[src/include/tcb_lite_defs.svh]
// bus address and data widths
// memory depth per byte bank
`ifndef TCB_LITE_DEFS_SVH
`define TCB_LITE_DEFS_SVH

// bus byte address width
`define TCB_ADR_W 12

// bus data width, four byte lanes
`define TCB_DAT_W 32

// rows per bank, one row per bus word
`define MEM_DEPTH (1 << (`TCB_ADR_W - 2))

`endif

[src/source/tcb_lite_pkg.sv]
// bus side types
// address, data, byte enable, size and offset
`include "tcb_lite_defs.svh"

package tcb_lite_pkg;

    // byte address
    typedef logic [`TCB_ADR_W-1:0] tcb_adr_t;

    // full data word
    typedef logic [`TCB_DAT_W-1:0] tcb_dat_t;

    // one enable per byte lane
    typedef logic [`TCB_DAT_W/8-1:0] tcb_byt_t;

    // logical size as log2 of byte count
    // 0 byte, 1 half-word, 2 word
    typedef logic [1:0] tcb_siz_t;

    // byte offset within a word
    typedef logic [$clog2(`TCB_DAT_W/8)-1:0] tcb_off_t;

endpackage

[src/source/sram_pkg.sv]
// memory side types
// row address and lane data
`include "tcb_lite_defs.svh"

package sram_pkg;

    // row address inside one bank
    typedef logic [$clog2(`MEM_DEPTH)-1:0] mem_adr_t;

    // data of one byte lane
    typedef logic [7:0] mem_dat_t;

endpackage

[src/source/tcb_lite_lib_misaligned_memory_controller.sv]
// misaligned memory controller
// byte lanes onto per-lane SRAM banks with row advance
`timescale 1ns/10ps

module tcb_lite_lib_misaligned_memory_controller (
    // byte lane bus side
    input  logic                        vld,
    input  logic                        wen,
    input  tcb_lite_pkg::tcb_adr_t      adr,
    input  tcb_lite_pkg::tcb_byt_t      byt,
    input  tcb_lite_pkg::tcb_dat_t      wdt,
    output tcb_lite_pkg::tcb_dat_t      rdt,
    // SRAM bank side
    output logic [3:0]                  mem_cen,
    output logic                        mem_wen,
    output sram_pkg::mem_adr_t [3:0]    mem_adr,
    output sram_pkg::mem_dat_t [3:0]    mem_wdt,
    input  sram_pkg::mem_dat_t [3:0]    mem_rdt
);

    import tcb_lite_pkg::*;
    import sram_pkg::*;

    ////////////////////
    // address split
    ////////////////////

    // row of the addressed word
    mem_adr_t row;
    // following row, wraps to row 0
    mem_adr_t nxt;
    // byte offset inside the word
    tcb_off_t off;

    // low bits select the lane, rest is the row
    assign off = adr[$bits(tcb_off_t)-1:0];
    assign row = adr[$bits(tcb_off_t) +: $bits(mem_adr_t)];

    // natural overflow gives the wrap
    assign nxt = row + 1'b1;

    ////////////////////
    // bank request
    ////////////////////

    // lane enables only while a request is present
    assign mem_cen = {4{vld}} & byt;

    // one write strobe for all banks
    assign mem_wen = wen;

    // lanes below the offset hold the upper part of a wrapped access
    // so they address the next row
    for (genvar i = 0; i < 4; i++) begin : g_lane
        assign mem_adr[i] = (i < off) ? nxt : row;
    end

    // lane data already rotated by the converter
    assign mem_wdt = wdt;

    ////////////////////
    // response data
    ////////////////////

    // lane order kept, converter realigns
    assign rdt = mem_rdt;

endmodule

[config.mk]
export PLATFORM = sky130hd
export DESIGN_NAME = tcb_lite_lib_misaligned_memory_controller
export DESIGN_NICKNAME = d
export VERILOG_FILES = /design/src/source/tcb_lite_pkg.sv /design/src/source/sram_pkg.sv /design/src/source/tcb_lite_lib_misaligned_memory_controller.sv
export VERILOG_INCLUDE_DIRS = /design/src /design/src/include
export SDC_FILE = /design/constraint.sdc
export NUM_CORES = 1
export LEC_CHECK = 0
export BUFFER_PORTS_ARGS = -buffer_cell sky130_fd_sc_hd__buf_2
export CAP_MARGIN = 20
export CORE_AREA = 2 2 73 75
export DETAILED_ROUTE_END_ITERATION = 8
export DIE_AREA = 0 0 75 77
export GPL_TIMING_DRIVEN = 1
export PLACE_DENSITY = 0.71
export SETUP_SLACK_MARGIN = 0.4
export SYNTH_ARGS = -nofsm -noshare
export SYNTH_HDL_FRONTEND = slang
export SYNTH_SLANG_ARGS = --single-unit
[constraint.sdc]
create_clock -name vclk -period 1.25
set_input_delay 0.25 -clock vclk [all_inputs]
set_output_delay 0.25 -clock vclk [all_outputs]
set_load 0.05 [all_outputs]
Word level (Yosys, flattened, before mapping)
Cells that the tools add are included. W data, S select, Z words.

Output and inout port bits: 109. Bits of input ports: 82. Word-level logic and storage cells: 8. Flip-flop bits (word level): 0.

$add $sub $neg: 1. Multiplexer cells: 3. Bitwise operators: 1. $lt $le $gt $ge: 3.

Operators with widths (number): $mux W10 (3); $add A10 B1 Y10 const B (1); $and A4 B4 Y4 (1); $lt A1 B2 Y1 const A (2); $lt A2 B2 Y1 const A (1).

Longest topological paths before layout
Gate-level depths: netlist of the first run.

Word-level depth: 2. Gate-level depth with buffers: 4. Gate-level depth less buffers: 4.

Worst setup path after synthesis of the first run
Ideal clock, no wire load.

Path type: input to output. From: input port adr[2]. To: output port mem_adr[6] (netlist name). Data required time: 1000 ps. Slack: -637 ps. Buffers on the path: 0. Arrival time: 1637 ps. Cell stages on the path: 4. Path through: ha_1 -> nand3_1 -> nor3_1 -> xor2_1.

RTL lines: start: declaration (RTL line tcb_lite_lib_misaligned_memory_controller.sv:9) `input tcb_lite_pkg::tcb_adr_t adr,`; end: declaration (RTL line tcb_lite_lib_misaligned_memory_controller.sv:16) `output sram_pkg::mem_adr_t [3:0] mem_adr,`.

==> run_results.csv, run 1 <==
group,metric,value,unit
layout,clock_buffers,0,
logic_synthesis,synth_cells,155,
sta,hold-worst-slack,0.500,ns
logic_synthesis,synth.avg_cell_area,7.26,µm²
layout,utilization,0.531,
run,maxCapViolCount,0,
sta,grt_setup_unrepaired,"true",
die,placementRows,26,
critical_path,cp-start-kind,"primary input",
layout,num_antenna_cells,0,
layout,areaGrowthSynthToFinish,135,%
die,die_area,5780,µm²
routing,drt-initial-drc-count,9,
layout,instances_no_fill,259,
layout,regArea,0,µm²
die,die_h,77,µm
worst_hold_path,hp-class,"in -> out",
critical_path,crit_path_end_kind,"primary output",
clocking,cts_hold_buf,0,
power,leakagePower,1.13,nW
sta,finalCritPeriodShare,1.23,
routing,avgRoutedWirePerCell,14.3,µm
global_route,track_usage,0.118,
worst_hold_path,hp-start,"wdt[18]",
logic_synthesis,synth.most_common_cell,"buf_4",
critical_path,worstPathArrival,1.29,ns
die,die_w,75,µm
sta,finalSetupViolCount,30,
placement,io_buffers,61,
sta,tightest_slew,0.333,ns
layout,drive_above_1_share,0.958,
worst_hold_path,whs_path_depth,0,
logic_synthesis,synth_commonest_cells,"buf_4, xor2_1, nor3_1",
logic_synthesis,yosysSeqAreaShare,0,
global_route,grt_overflow,0,
global_route,grt_pass1_vias,1073,
routing,post-route-drc-count,0,
critical_path,path_max_fanout,4,
logic_synthesis,synth_fp_nets,238,
worst_hold_path,min_to,"mem_wdt[18]",
sta,hold_viol,0,
critical_path,critical_path_required,1.00,ns
routing,vias,1072,
critical_path,worst-setup-path-type,"in -> out",
status,failed_checks,"setup timing",
logic_synthesis,yosys.area.top_type,"buf_4",
sta,period_needed,1.54,ns
die,io_pins,191,
global_route,antenna_found_initial,0,
logic_synthesis,synth_area_leaders,"buf_4, xor2_1, xnor2_1, nor3_1, mux2_2",
sta,setup_slack,-0.288,ns
sta,slew_headroom,0.776,
logic_synthesis,yosys_warnings,0,
layout,nFlopsAndLatches,0,
routing,wirelength,3700,µm
status,status,"finished, violations left",
layout,nNetsFinal,274,
layout,fill_cells,411,
placement,dpl.hpwl,2640,µm
routing,ant_nets,0,
global_route,grt_pass1_wl,5490,µm
die,start_util,0.226,
logic_synthesis,synth_top_area_share,0.527,
die,core,4980,µm²
placement,dp_slack,-0.561,ns
logic_synthesis,ys_types,19,
sta,slew_viol_final,0,
placement,dp.cells,232,
placement,gp_congestion,0.722,
power,powerDensity,443,nW/µm²
routing,vias_per_cell,4.14,
routing,first_pass_iters,2,
power,peakVddDrop,0.000337,V
global_route,grt_max_degree,7,
sta,fmax,650,MHz
logic_synthesis,netlist_area,1120,µm²
-- per-stage QoR --
step	setup TNS, ns	cell area (µm²)	total power [W]
floorplan	-6.54	1710	0.00118
global placement	-11.06	1630	0.000782
detailed placement	-11.18	1630	0.000785
CTS	-5.06	2360	0.00108
global route	-6.63	2640	0.00122
finish	-5.40	2640	0.00117
-- cell type report --
class / instances / area [µm²] / area share
inverters: 2 / 7.51 / 0.00284
multi-input cells: 71 / 1160 / 0.438
well taps: 70 / 87.6 / 0.0332
repair buffers: 116 / 1390 / 0.526
-- routing by layer --
layer	share of wire	wire (µm)	global-route usage	vias to the layer above
met1	0.32	1200	0.128	512
met4	0.012	46	0.0125	0
met5	0	0	0	-
met2	0.57	2120	0.224	72
li1	-	-	-	476
met3	0.091	335	0.0368	12
-- cells by family (layout without fill, tap and decap cells) --
| family | after synthesis | after routing | synth area share |
|---|---|---|---|
| AOI/OAI and AO/OA | 1 | 1 | 0.00445 |
| xor gates and xnor gates | 27 | 27 | 0.210 |
| adders and majority gates | 1 | 1 | 0.0111 |
| buffers and inverters | 84 | 118 | 0.547 |
| muxes | 3 | 3 | 0.0300 |
| and+or+nand+nor | 39 | 39 | 0.197 |
-- cell usage in the layout (no fill, tap or decap) --
cell     count
buf_6       55
buf_8       27
buf_4       24
xor2_4      11
buf_12       9
nor3_4       8
nor2_4       8
xor2_2       6
xnor2_2      5
and2_4       4
nand4_1      3
nor3_2       3
nand3_4      3
xnor2_4      3
mux2_4       3
nand2_4      2
nor4_4       2
nand2_8      1
nand3_2      1
nand2_2      1
nand4_4      1
nand3_1      1
inv_2        1
inv_1        1
nand2_1      1
xnor2_1      1
xor2_1       1
o21ai_4      1
ha_4         1
buf_2        1
-- critical path: stages --
cell	delay, ns
buf_12	0.09
nand4_1	0.10
buf_6	0.15
nor4_4	0.35
xor2_4	0.19
buf_8	0.16
-- report_power, final --
part           switching [W]  internal (W)
Sequential                 0             0
Clock                      0             0
Combinational       0.000638      0.000532
Total               0.000638      0.000532
-- timing repair --
item,CTS,global route
gates resized for setup,182,33
pin swaps,33,16
endpoints found under the setup margin,44,43
endpoints found under the hold margin,0,0
buffers inserted,11,16
-- worst max path at each step --
stage / startpoint / endpoint / slack, ns / depth (start not counted)
floorplan: adr[9] / mem_adr[9] / -0.39 / 4
global placement: adr[2] / mem_adr[9] / -0.56 / 5
detailed placement: adr[2] / mem_adr[9] / -0.56 / 5
CTS: adr[3] / mem_adr[8] / -0.31 / 7
global route: adr[3] / mem_adr[18] / -0.36 / 7
finish: adr[8] / mem_adr[9] / -0.29 / 6
No activity file was read; power rests on OpenSTA's default activity.
==> inputs of run 2 (changes only) <==
RECOVER_POWER = 100   (was default)
==> run 2 against run 1 <==
Effect of this change:
- the run still ends with setup timing left
- design area is 5.0% lower
- via count is 0.19% higher
- power is 4.6% lower
- final cell count stayed put
- first-iteration DRC count is 22% higher
- die area stayed put
- critical endpoint unchanged
- largest cell class unchanged
==> run_results.csv, run 2 (synthesis gave the netlist of run 1 again) <==
group,metric,value,unit
status,status,"finished, violations left",
status,failed_checks,"setup timing",
global_route,grt_max_degree,7,
power,powerDensity,445,nW/µm²
run,maxCapViolCount,0,
critical_path,cp_num_cells,6,
layout,nFlopsAndLatches,0,
routing,drt-initial-drc-count,11,
critical_path,path_max_fanout,4,
sta,grt_setup_unrepaired,"true",
critical_path,cp-start-kind,"primary input",
critical_path,crit_path_end,"mem_adr[9]",
layout,design_area,2510,µm²
worst_hold_path,hp-class,"in -> out",
layout,nNetsFinal,274,
critical_path,crit_chain,"buf_12, nand4_1, buf_6, nor4_4, xor2_4, buf_8",
sta,period_needed,1.54,ns
sta,hold_viol,0,
layout,final_cell_mix,"buf_6, buf_4, buf_8",
critical_path,max_stage_delay,0.35,ns
placement,gp_congestion,0.722,
layout,drive_above_1_share,0.958,
critical_path,crit_path_top_delay_cell,"nor4_4",
layout,clock_buffers,0,
layout,num_antenna_cells,0,
critical_path,crit_family,"simple AND/OR/NAND/NOR gates",
die,placementRows,26,
die,start_util,0.226,
sta,tightest_slew,0.332,ns
routing,vias,1074,
layout,mostFrequentLayoutCell,"buf_6",
global_route,grt_overflow,0,
layout,areaGrowthSynthToFinish,123,%
routing,vias_per_cell,4.15,
critical_path,worst-setup-path-type,"in -> out",
sta,slew_viol_final,0,
routing,first_pass_iters,2,
sta,fmax,650,MHz
die,core,4980,µm²
clocking,cts_hold_buf,0,
sta,setup_slack,-0.289,ns
critical_path,worstPathArrival,1.29,ns
sta,slew_headroom,0.777,
global_route,grt_pass1_vias,1073,
sta,finalSetupViolCount,30,
routing,ant_nets,0,
power,leakagePower,1.08,nW
placement,dp_slack,-0.561,ns
die,die_h,77,µm
critical_path,startpoint,"adr[8]",
die,io_pins,191,
placement,dpl.hpwl,2640,µm
sta,finalCritPeriodShare,1.23,
critical_path,crit_path_end_kind,"primary output",
critical_path,critical_path_required,1.00,ns
routing,avgRoutedWirePerCell,14.3,µm
placement,place_area,1630,µm²
global_route,antenna_found_initial,0,
layout,regArea,0,µm²
die,die_area,5780,µm²
placement,io_buffers,61,
routing,post-route-drc-count,0,
critical_path,path_buf_inv,3,
routing,wirelength,3710,µm
die,die_w,75,µm
power,peakVddDrop,0.000310,V
global_route,grt_pass1_wl,5490,µm
global_route,track_usage,0.118,
[run 2: cell types whose count changed in the layout (fill, tap and decap cells not counted)]
cell	delta
buf_12	-2
clkbuf_2	+11
buf_6	+1
buf_8	-11
clkbuf_4	+1
[run 2: power by group]
part	switching, W	internal [W]	total, W	leakage [nW]
logic	0.000630	0.000486	0.00112	1.08
registers	0	0	0	0
clock network	0	0	0	0
total	0.000630	0.000486	0.00112	1.08
[run 2: cell type report]
type | instances | area, µm²
Fill cell | 427 | 2470
Timing Repair Buffer | 116 | 1260
Multi-Input combinational cell | 71 | 1160
Tap cell | 70 | 87.6
Inverter | 2 | 7.51
[run 2: worst min path at each step]
stage                      startpoint          end  slack, ns  cells past startpoint
after floorplan               adr[10]  mem_adr[18]       0.62                      1
after global placement        wdt[17]  mem_wdt[17]       0.50                      0
after CTS                     wdt[17]  mem_wdt[17]       0.50                      0
after detailed placement      wdt[17]  mem_wdt[17]       0.50                      0
final                         wdt[18]  mem_wdt[18]       0.50                      0
after global routing      mem_rdt[11]      rdt[11]       0.50                      0
[run 2: timing repair]
action / 4_1_cts / 5_1_grt
endpoints found under the hold margin: 0 / 0
setup endpoints to repair: 44 / 43
setup buffers: 11 / 16
pin swaps: 33 / 16
gates resized for setup: 182 / 33
gates cloned: 0 / 0
[run 2: routing by layer]
metal / up-vias / routed length (µm) / share of wire / GRT usage
li1: 477 / - / - / -
met1: 515 / 1200 / 0.32 / 0.128
met2: 70 / 2120 / 0.57 / 0.224
met3: 12 / 337 / 0.091 / 0.0368
met4: 0 / 46 / 0.012 / 0.0125
met5: - / 0 / 0 / 0
[run 2: through the flow]
stage	hold slack, ns	power, W	util	std cells	TNS, ns
6_report	0.500	0.00112	0.504	259	-5.43
5_1_grt	0.500	0.00116	0.504	259	-6.66
4_1_cts	0.500	0.00108	0.475	243	-5.06
2_1_floorplan	0.615	0.00118	-	155	-6.54
3_5_place_dp	0.500	0.000785	0.327	232	-11.18
3_3_place_gp	0.500	0.000782	0.327	232	-11.06
