`config.mk`:
```
export PLATFORM = sky130hd
export DESIGN_NAME = tcb_lite_lib_size_to_lane_converter
export DESIGN_NICKNAME = d
export VERILOG_FILES = /design/src/source/tcb_lite_pkg.sv /design/src/source/tcb_lite_lib_size_to_lane_converter.sv
export VERILOG_INCLUDE_DIRS = /design/src /design/src/include
export SDC_FILE = /design/constraint.sdc
export NUM_CORES = 1
export LEC_CHECK = 0
export ABC_AREA = 1
export BUFFER_PORTS_ARGS = -buffer_cell sky130_fd_sc_hd__buf_2
export CAP_MARGIN = 20
export CORE_ASPECT_RATIO = 0.9
export CORE_MARGIN = 3
export CORE_UTILIZATION = 31
export CTS_BUF_LIST = sky130_fd_sc_hd__clkbuf_4 sky130_fd_sc_hd__clkbuf_8
export DETAILED_ROUTE_END_ITERATION = 12
export SYNTH_ARGS = -nofsm -noshare
export SYNTH_HDL_FRONTEND = slang
export SYNTH_SLANG_ARGS = --single-unit
```
`constraint.sdc`:
```
create_clock -name clk -period 1.7 [get_ports clk]
set_clock_uncertainty 0.05 [all_clocks]
set_input_delay 0.085 -clock clk [delete_from_list [all_inputs] [get_ports clk]]
set_output_delay 0.085 -clock clk [all_outputs]
set_load 0.02 [all_outputs]
```
`src/include/tcb_lite_defs.svh`:
```
// bus address and data widths
// memory depth per byte bank
`ifndef TCB_LITE_DEFS_SVH
`define TCB_LITE_DEFS_SVH

// bus byte address width
`define TCB_ADR_W 12

// bus data width, four byte lanes
`define TCB_DAT_W 32

// rows per bank, one row per bus word
`define MEM_DEPTH (1 << (`TCB_ADR_W - 2))

`endif

```
`src/source/tcb_lite_pkg.sv`:
```
// bus side types
// address, data, byte enable, size and offset
`include "tcb_lite_defs.svh"

package tcb_lite_pkg;

    // byte address
    typedef logic [`TCB_ADR_W-1:0] tcb_adr_t;

    // full data word
    typedef logic [`TCB_DAT_W-1:0] tcb_dat_t;

    // one enable per byte lane
    typedef logic [`TCB_DAT_W/8-1:0] tcb_byt_t;

    // logical size as log2 of byte count
    // 0 byte, 1 half-word, 2 word
    typedef logic [1:0] tcb_siz_t;

    // byte offset within a word
    typedef logic [$clog2(`TCB_DAT_W/8)-1:0] tcb_off_t;

endpackage

```
`src/source/tcb_lite_lib_size_to_lane_converter.sv`:
```
// logical size to byte lane converter
// request rotation and one stage read data realignment
`timescale 1ns/10ps

module tcb_lite_lib_size_to_lane_converter (
    input  logic                   clk,
    input  logic                   arst_n,
    // logical size request
    input  logic                   req_vld,
    input  logic                   req_wen,
    input  tcb_lite_pkg::tcb_adr_t req_adr,
    input  tcb_lite_pkg::tcb_siz_t req_siz,
    input  tcb_lite_pkg::tcb_dat_t req_wdt,
    // read response
    output logic                   rsp_vld,
    output tcb_lite_pkg::tcb_dat_t rsp_rdt,
    // byte lane side
    output logic                   vld,
    output logic                   wen,
    output tcb_lite_pkg::tcb_adr_t adr,
    output tcb_lite_pkg::tcb_byt_t byt,
    output tcb_lite_pkg::tcb_dat_t wdt,
    input  tcb_lite_pkg::tcb_dat_t rdt
);

    import tcb_lite_pkg::*;

    // bytes covered by a size, low aligned
    function automatic tcb_byt_t siz_msk(input tcb_siz_t siz);
        tcb_byt_t msk;
        case (siz)
            2'd0:    msk = 4'b0001;
            2'd1:    msk = 4'b0011;
            default: msk = 4'b1111;
        endcase
        return msk;
    endfunction

    ////////////////////
    // request path
    ////////////////////

    // offset of the request
    tcb_off_t req_off;
    // low aligned enables before rotation
    tcb_byt_t req_msk;

    assign req_off = req_adr[$bits(tcb_off_t)-1:0];
    assign req_msk = siz_msk(req_siz);

    // strobes and address pass straight through
    assign vld = req_vld;
    assign wen = req_wen;
    assign adr = req_adr;

    // byte k moves to lane (off + k) mod 4
    always_comb begin
        byt = '0;
        wdt = '0;
        for (int unsigned k = 0; k < 4; k++) begin
            tcb_off_t lane;
            // 2 bit sum wraps around the lanes
            lane = req_off + tcb_off_t'(k);
            byt[lane] = req_msk[k];
            wdt[8*lane +: 8] = req_wdt[8*k +: 8];
        end
    end

    ////////////////////
    // read pipeline
    ////////////////////

    // offset and size of the read in flight
    tcb_off_t rd_off;
    tcb_siz_t rd_siz;
    // enables of the read in flight
    tcb_byt_t rd_msk;

    // response valid one cycle after a read
    always_ff @(posedge clk or negedge arst_n) begin
        if (!arst_n) begin
            rsp_vld <= 1'b0;
        end else begin
            rsp_vld <= req_vld && !req_wen;
        end
    end

    // read attributes, only loaded by reads
    always_ff @(posedge clk) begin
        if (req_vld && !req_wen) begin
            rd_off <= req_off;
            rd_siz <= req_siz;
        end
    end

    assign rd_msk = siz_msk(rd_siz);

    // lane (off + k) back to byte k, zero above the size
    always_comb begin
        rsp_rdt = '0;
        for (int unsigned k = 0; k < 4; k++) begin
            tcb_off_t lane;
            lane = rd_off + tcb_off_t'(k);
            if (rd_msk[k]) begin
                rsp_rdt[8*k +: 8] = rdt[8*lane +: 8];
            end
        end
    end

endmodule

```
# Word level (Yosys, flattened, before mapping)

Index checks and enable logic that the tools add are counted.
W data, S select, Z words.

Bits of input ports: 82
Flip-flop bits (word level): 5
Output and inout bits: 83
Logic and storage cells: 65

Shift operators: 12
Bitwise gates (word level): 2
Reductions and logical operators: 8
$lt $le $gt $ge: 8
Muxes and demuxes: 20
Equality and inequality tests: 2
Add/subtract/negate cells: 10

Operators by type and width:

| operator                  | count |
|---|---|
| $neg A5 Y34               | 4 |
| $shift A8 B34 Y32 const A | 4 |
| $shiftx A8 B34 Y32        | 4 |
| $shiftx A32 B6 Y8         | 4 |
| $bwmux W32                | 3 |
| $and A32 B32 Y32          | 1 |
| $mux W8                   | 4 |
| $pmux W4 S2               | 2 |
| $bwmux W4                 | 3 |
| $lt A2 B3 Y1 const B      | 4 |
| $add A2 B2 Y2 const B     | 4 |
| $demux W1 S2              | 4 |
| $ge A2 B1 Y1 const B      | 4 |
| $logic_and A1 B1 Y1       | 5 |
| $add A2 B1 Y2 const B     | 2 |
| $and A4 B4 Y4             | 1 |
| $eq A2 B1 Y1 const B      | 2 |
| $logic_not A2 Y1          | 2 |
| $mux W1                   | 4 |
| $logic_not A1 Y1          | 1 |

# Depth between registers and ports, before layout

Depth in word-level cells: 8
Mapped depth: 13
Depth with buffers taken out: 10

# Worst setup path before layout

No wires, ideal clock.

Path kind: input to output
Start: in req_adr[0]
End: out wdt[16]
Arrival: 1.736 ns
Path slack: -0.171 ns
Buffers on the path: 3
Cell stages on the path: 11
Required time: 1.565 ns
Cell sequence: buf_4 -> inv_2 -> buf_4 -> ha_1 -> buf_4 -> nor2_8 -> nor3b_4 -> nand2_1 -> nand2_1 -> nand2_1 -> nand2_1

Word-level cells in the longest chain between the ends: 6
Elaborated cells on any way between the ends: 19
Classes of those cells: add/sub: 7; shift: 8; mux: 3; bitwise: 1

Ends and longest elaborated chain:

| item                                                | RTL line                                                                             | RTL |
|---|---|---|
| start: declaration                                  | tcb_lite_lib_size_to_lane_converter.sv:11                                            | `input tcb_lite_pkg::tcb_adr_t req_adr,` |
| $add A2 B1 Y2 / $neg A5 Y34 (equally long branches) | tcb_lite_lib_size_to_lane_converter.sv:63, tcb_lite_lib_size_to_lane_converter.sv:65 |  |
| $neg A5 Y34, or another cell as far along           | tcb_lite_lib_size_to_lane_converter.sv:65                                            | `wdt[8*lane +: 8] = req_wdt[8*k +: 8];` |
| $shiftx A8 B34 Y32, or another cell as far along    | tcb_lite_lib_size_to_lane_converter.sv:65                                            |  |
| $bwmux W32 (2 in a row)                             | tcb_lite_lib_size_to_lane_converter.sv:65                                            |  |
| $bwmux W32 (*)                                      | tcb_lite_lib_size_to_lane_converter.sv:65                                            |  |
| end: declaration                                    | tcb_lite_lib_size_to_lane_converter.sv:22                                            | `output tcb_lite_pkg::tcb_dat_t wdt,` |

Mark *: on every way between the ends. The rest lies on a longest branch, timed or not.

# Final worst setup path

Start: reg rd_off[0]
End: out rsp_rdt[9]

Word-level cells in the longest chain between the ends: 3

Ends and longest elaborated chain:

| item                     | RTL line                                   | RTL |
|---|---|---|
| start: declaration       | tcb_lite_lib_size_to_lane_converter.sv:74  | `tcb_off_t rd_off;` |
| start signal: assignment | tcb_lite_lib_size_to_lane_converter.sv:91  | `rd_off <= req_off;` |
| $add A2 B1 Y2            | tcb_lite_lib_size_to_lane_converter.sv:103 | `lane = rd_off + tcb_off_t'(k);` |
| $shiftx A32 B6 Y8        | tcb_lite_lib_size_to_lane_converter.sv:105 | `rsp_rdt[8*k +: 8] = rdt[8*lane +: 8];` |
| $mux W8                  | tcb_lite_lib_size_to_lane_converter.sv:104 | `if (rd_msk[k]) begin` |
| end: declaration         | tcb_lite_lib_size_to_lane_converter.sv:16  | `output tcb_lite_pkg::tcb_dat_t rsp_rdt,` |

No other way between the ends.

==> flow_summary.rst <==
.. list-table::
   :header-rows: 1

   * - Metric
     - Value
   * - Result of the run
     - finished with violations
   * - Setup violations, final
     - 9
   * - Worst setup slack after layout
     - -0.0391 ns
   * - Ranking of synthesized cells by instance count
     - sky130_fd_sc_hd__nand2_1 (221), sky130_fd_sc_hd__nor2_1 (69), sky130_fd_sc_hd__inv_1 (50), sky130_fd_sc_hd__o21ai_1 (48), sky130_fd_sc_hd__nand3_1 (42)
   * - Worst slew margin
     - 0.726
   * - DRT Wirelength
     - 13300 microns
   * - CTS tree
     - yes
   * - Clock Root Buffer
     - sky130_fd_sc_hd__clkbuf_8
   * - Number of antenna violations at the first check in global routing
     - 0
   * - Hold Path Class
     - in -> reg
   * - Number of vias after detailed routing
     - 4566
   * - Yosys cell types
     - 31
   * - Cell breakdown of the critical path
     - buf_6 > xor2_4 > buf_6 > nand2_1 > a21oi_2 > buf_6
   * - Total routing resource utilization after global routing
     - 0.229
   * - Hold violation count in the final report
     - 0
   * - Post-synthesis cell count
     - 602
   * - CTS H-Tree Depth
     - 1
   * - First-pass GRT wire length
     - 19900 microns
   * - Slew @ Worst Pin
     - 0.410 ns
   * - Critical-path maximum fanout
     - 5
   * - Most prevalent standard cell on the critical path
     - sky130_fd_sc_hd__buf_6
   * - Routed len/inst
     - 14.7 microns
   * - Unrepaired setup endpoints after global routing
     - true
   * - Final slew viol count
     - 0
   * - GRT overflow
     - 0
   * - Combined buffer and inverter count along the critical path
     - 3
   * - Worst path max stage delay
     - 0.41 ns
   * - Antenna-violating nets left
     - 0
   * - Leakage power total
     - 2.61 nW
   * - Number of diodes
     - 0
   * - Setup Slack @ Placement
     - -0.169 ns
   * - Fin crit period
     - 1.74 ns
   * - Count of pins on the block boundary
     - 165
   * - Clock Path Buffers
     - 2
   * - Total number of nets in the final design
     - 875
   * - Data arrival time at the worst-slack endpoint
     - 1.60 ns
   * - Final cycle utilization of the critical path
     - 1.02
   * - Cell Area, Synth
     - 2940 sq um
   * - Proportion of synthesized chip area in sequential cells
     - 0.0493
   * - Port Buffer Count
     - 144
   * - Type of destination of the critical path
     - output pin
   * - Per-cell via count in the routed design
     - 5.04
   * - Number of cells traversed by the worst hold path
     - 1
   * - Count of flip-flops with a built-in enable after synthesis
     - 4
   * - Gp weighted congestion
     - 0.924
   * - Die extent in x
     - 109 microns
   * - Core area
     - 9170 sq um
   * - Power per unit of standard cell area
     - 383 nW/um^2
   * - Syn. warnings
     - 0
   * - Start-to-end type of the worst setup path
     - reg -> out
   * - Hold Slack
     - 0.0459 ns
   * - Chip Height
     - 98.5 microns
   * - HPWL after DPL
     - 10300 microns
   * - Achievable Freq
     - 575 MHz
   * - Synth top area cells
     - sky130_fd_sc_hd__nand2_1 (28%), sky130_fd_sc_hd__nor2_1 (8.8%), sky130_fd_sc_hd__o21ai_1 (8.2%)
   * - Share of synthesized flip-flops with an asynchronous set or reset
     - 0.200
   * - Share of layout cells above drive strength 1
     - 0.406
   * - Failing checks
     - negative setup slack
   * - Clock tree sinks
     - 5
   * - Register bit total from synthesis
     - 5
   * - Crit start category
     - flip-flop
   * - Hold path start
     - req_siz[0]
   * - Residual DRC
     - 0
   * - Critical path's top delay family
     - buffers and inverters
   * - Mean area per synthesized cell
     - 4.89 sq um
   * - Number of maximum-capacitance violations
     - 0
   * - Final cell utilization of the core
     - 0.533
   * - Clock buffers created by TritonCTS
     - 3
   * - Number of global-route vias before repair
     - 4056
   * - Worst vdd ir
     - 0.405 mV
   * - Slowest CP cell
     - sky130_fd_sc_hd__edfxtp_1
   * - Final standard cell count with taps included and fillers excluded
     - 906
   * - Total iterations of the first detailed-routing run
     - 7
   * - Area share of the largest cell type after synthesis
     - 0.282
   * - Dominant cell type by area after synthesis
     - sky130_fd_sc_hd__nand2_1
   * - Die area
     - 10700 sq um
   * - Clock transition at the registers of the reported paths
     - 0.03 ns
   * - Maximum number of pins on one net before global-route repair
     - 37
   * - Worst Hold Path EP
     - rd_siz[0]
   * - Fillcell total
     - 979
   * - Placed Cells
     - 886
   * - Critical Path RT
     - 1.56 ns
   * - DRC violation total after the first TritonRoute iteration
     - 498
   * - Most numerous cell in the Yosys netlist
     - sky130_fd_sc_hd__nand2_1
   * - Post-Syn Nets
     - 692
   * - Area growth syn-to-layout
     - 65.8%
   * - FP Rows
     - 33
   * - Starting density of the core
     - 0.321
   * - Top FF cell, synth
     - sky130_fd_sc_hd__edfxtp_1
routing by layer:
metal  track usage  wire, microns
met4        0.0427            137
met1         0.340           5850
met3        0.0386           1300
met2         0.349           6000
met5             0              0
what timing repair did:
| action | CTS | global route |
|---|---|---|
| pin swaps | 6 | 33 |
| resized for setup | 47 | 125 |
| gates cloned | 1 | 3 |
| hold endpoints to repair | 1 | 0 |
| buffers inserted | 2 | 9 |
| setup endpoints to repair | 39 | 59 |
| hold buffers | 1 | 0 |
flip-flops by register name, summed over array words and instances (netlist names):
| register | cells |
|---|---|
| rd_off | 2 |
| rd_siz | 2 |
| rsp_vld | 1 |
final cells by class:
class / count / area (sq um) / share of cell area
clock buffer: 4 / 48.8 / 0.00999
tap: 122 / 153 / 0.0313
timing repair buffer: 219 / 1640 / 0.335
multi-input combinational: 491 / 2640 / 0.540
inverter: 65 / 262 / 0.0536
sequential: 5 / 145 / 0.0297
cells by family after synthesis:
logic type | count (synthesis) | synth area share
DFF | 5 | 0.0493
buffers and inverters | 106 | 0.174
adders and majority gates | 8 | 0.0340
and+or+nand+nor | 364 | 0.535
AOI/OAI and AO/OA | 118 | 0.202
xor gates and xnor gates | 1 | 0.00553
metrics by stage:
stage / total power [W] / TNS (ns) / area (sq um)
global placement: 0.00136 / -2.61 / 4080
detailed placement: 0.00136 / -2.79 / 4080
CTS: 0.00168 / 0 / 4360
global route: 0.00201 / -1.79 / 4880
finish: 0.00187 / -0.154 / 4880
floorplan: 0.000923 / 0 / 2980
worst max path at each step:
stage / from / endpoint / slack [ns] / cells after the start
after floorplan: req_adr[0] / wdt[16] / 0.01 / 11
after global placement: req_adr[0] / wdt[8] / -0.15 / 9
after detailed placement: req_adr[0] / wdt[8] / -0.17 / 9
after CTS: req_adr[0] / wdt[26] / 0.00009 / 13
after global routing: rd_off[0] / rsp_rdt[9] / -0.12 / 6
final: rd_off[0] / rsp_rdt[9] / -0.04 / 6
placed cells by master, fill, tap and decap left out, drive strengths merged:
master | Yosys | routed
nand2 | 222 | 222
buf | 34 | 216
nor2 | 77 | 77
o21ai | 75 | 75
inv | 65 | 65
nand3 | 43 | 43
a21oi | 39 | 39
nand3b | 8 | 8
ha | 8 | 8
or2 | 6 | 6
clkbuf | 7 | 6
edfxtp | 4 | 4
nor3 | 4 | 4
nand4 | 2 | 2
o22ai | 2 | 2
a31oi | 2 | 2
xor2 | 1 | 1
nor3b | 1 | 1
nor4 | 1 | 1
dlygate4sd3 | 0 | 1
dfrtp | 1 | 1
report_power, final:
part	switching (W)	internal (W)
Sequential	0.00000624	0.000142
Combinational	0.000885	0.000607
Clock	0.0000543	0.000176
Total	0.000946	0.000926
Power figures use the tool's default switching activity.
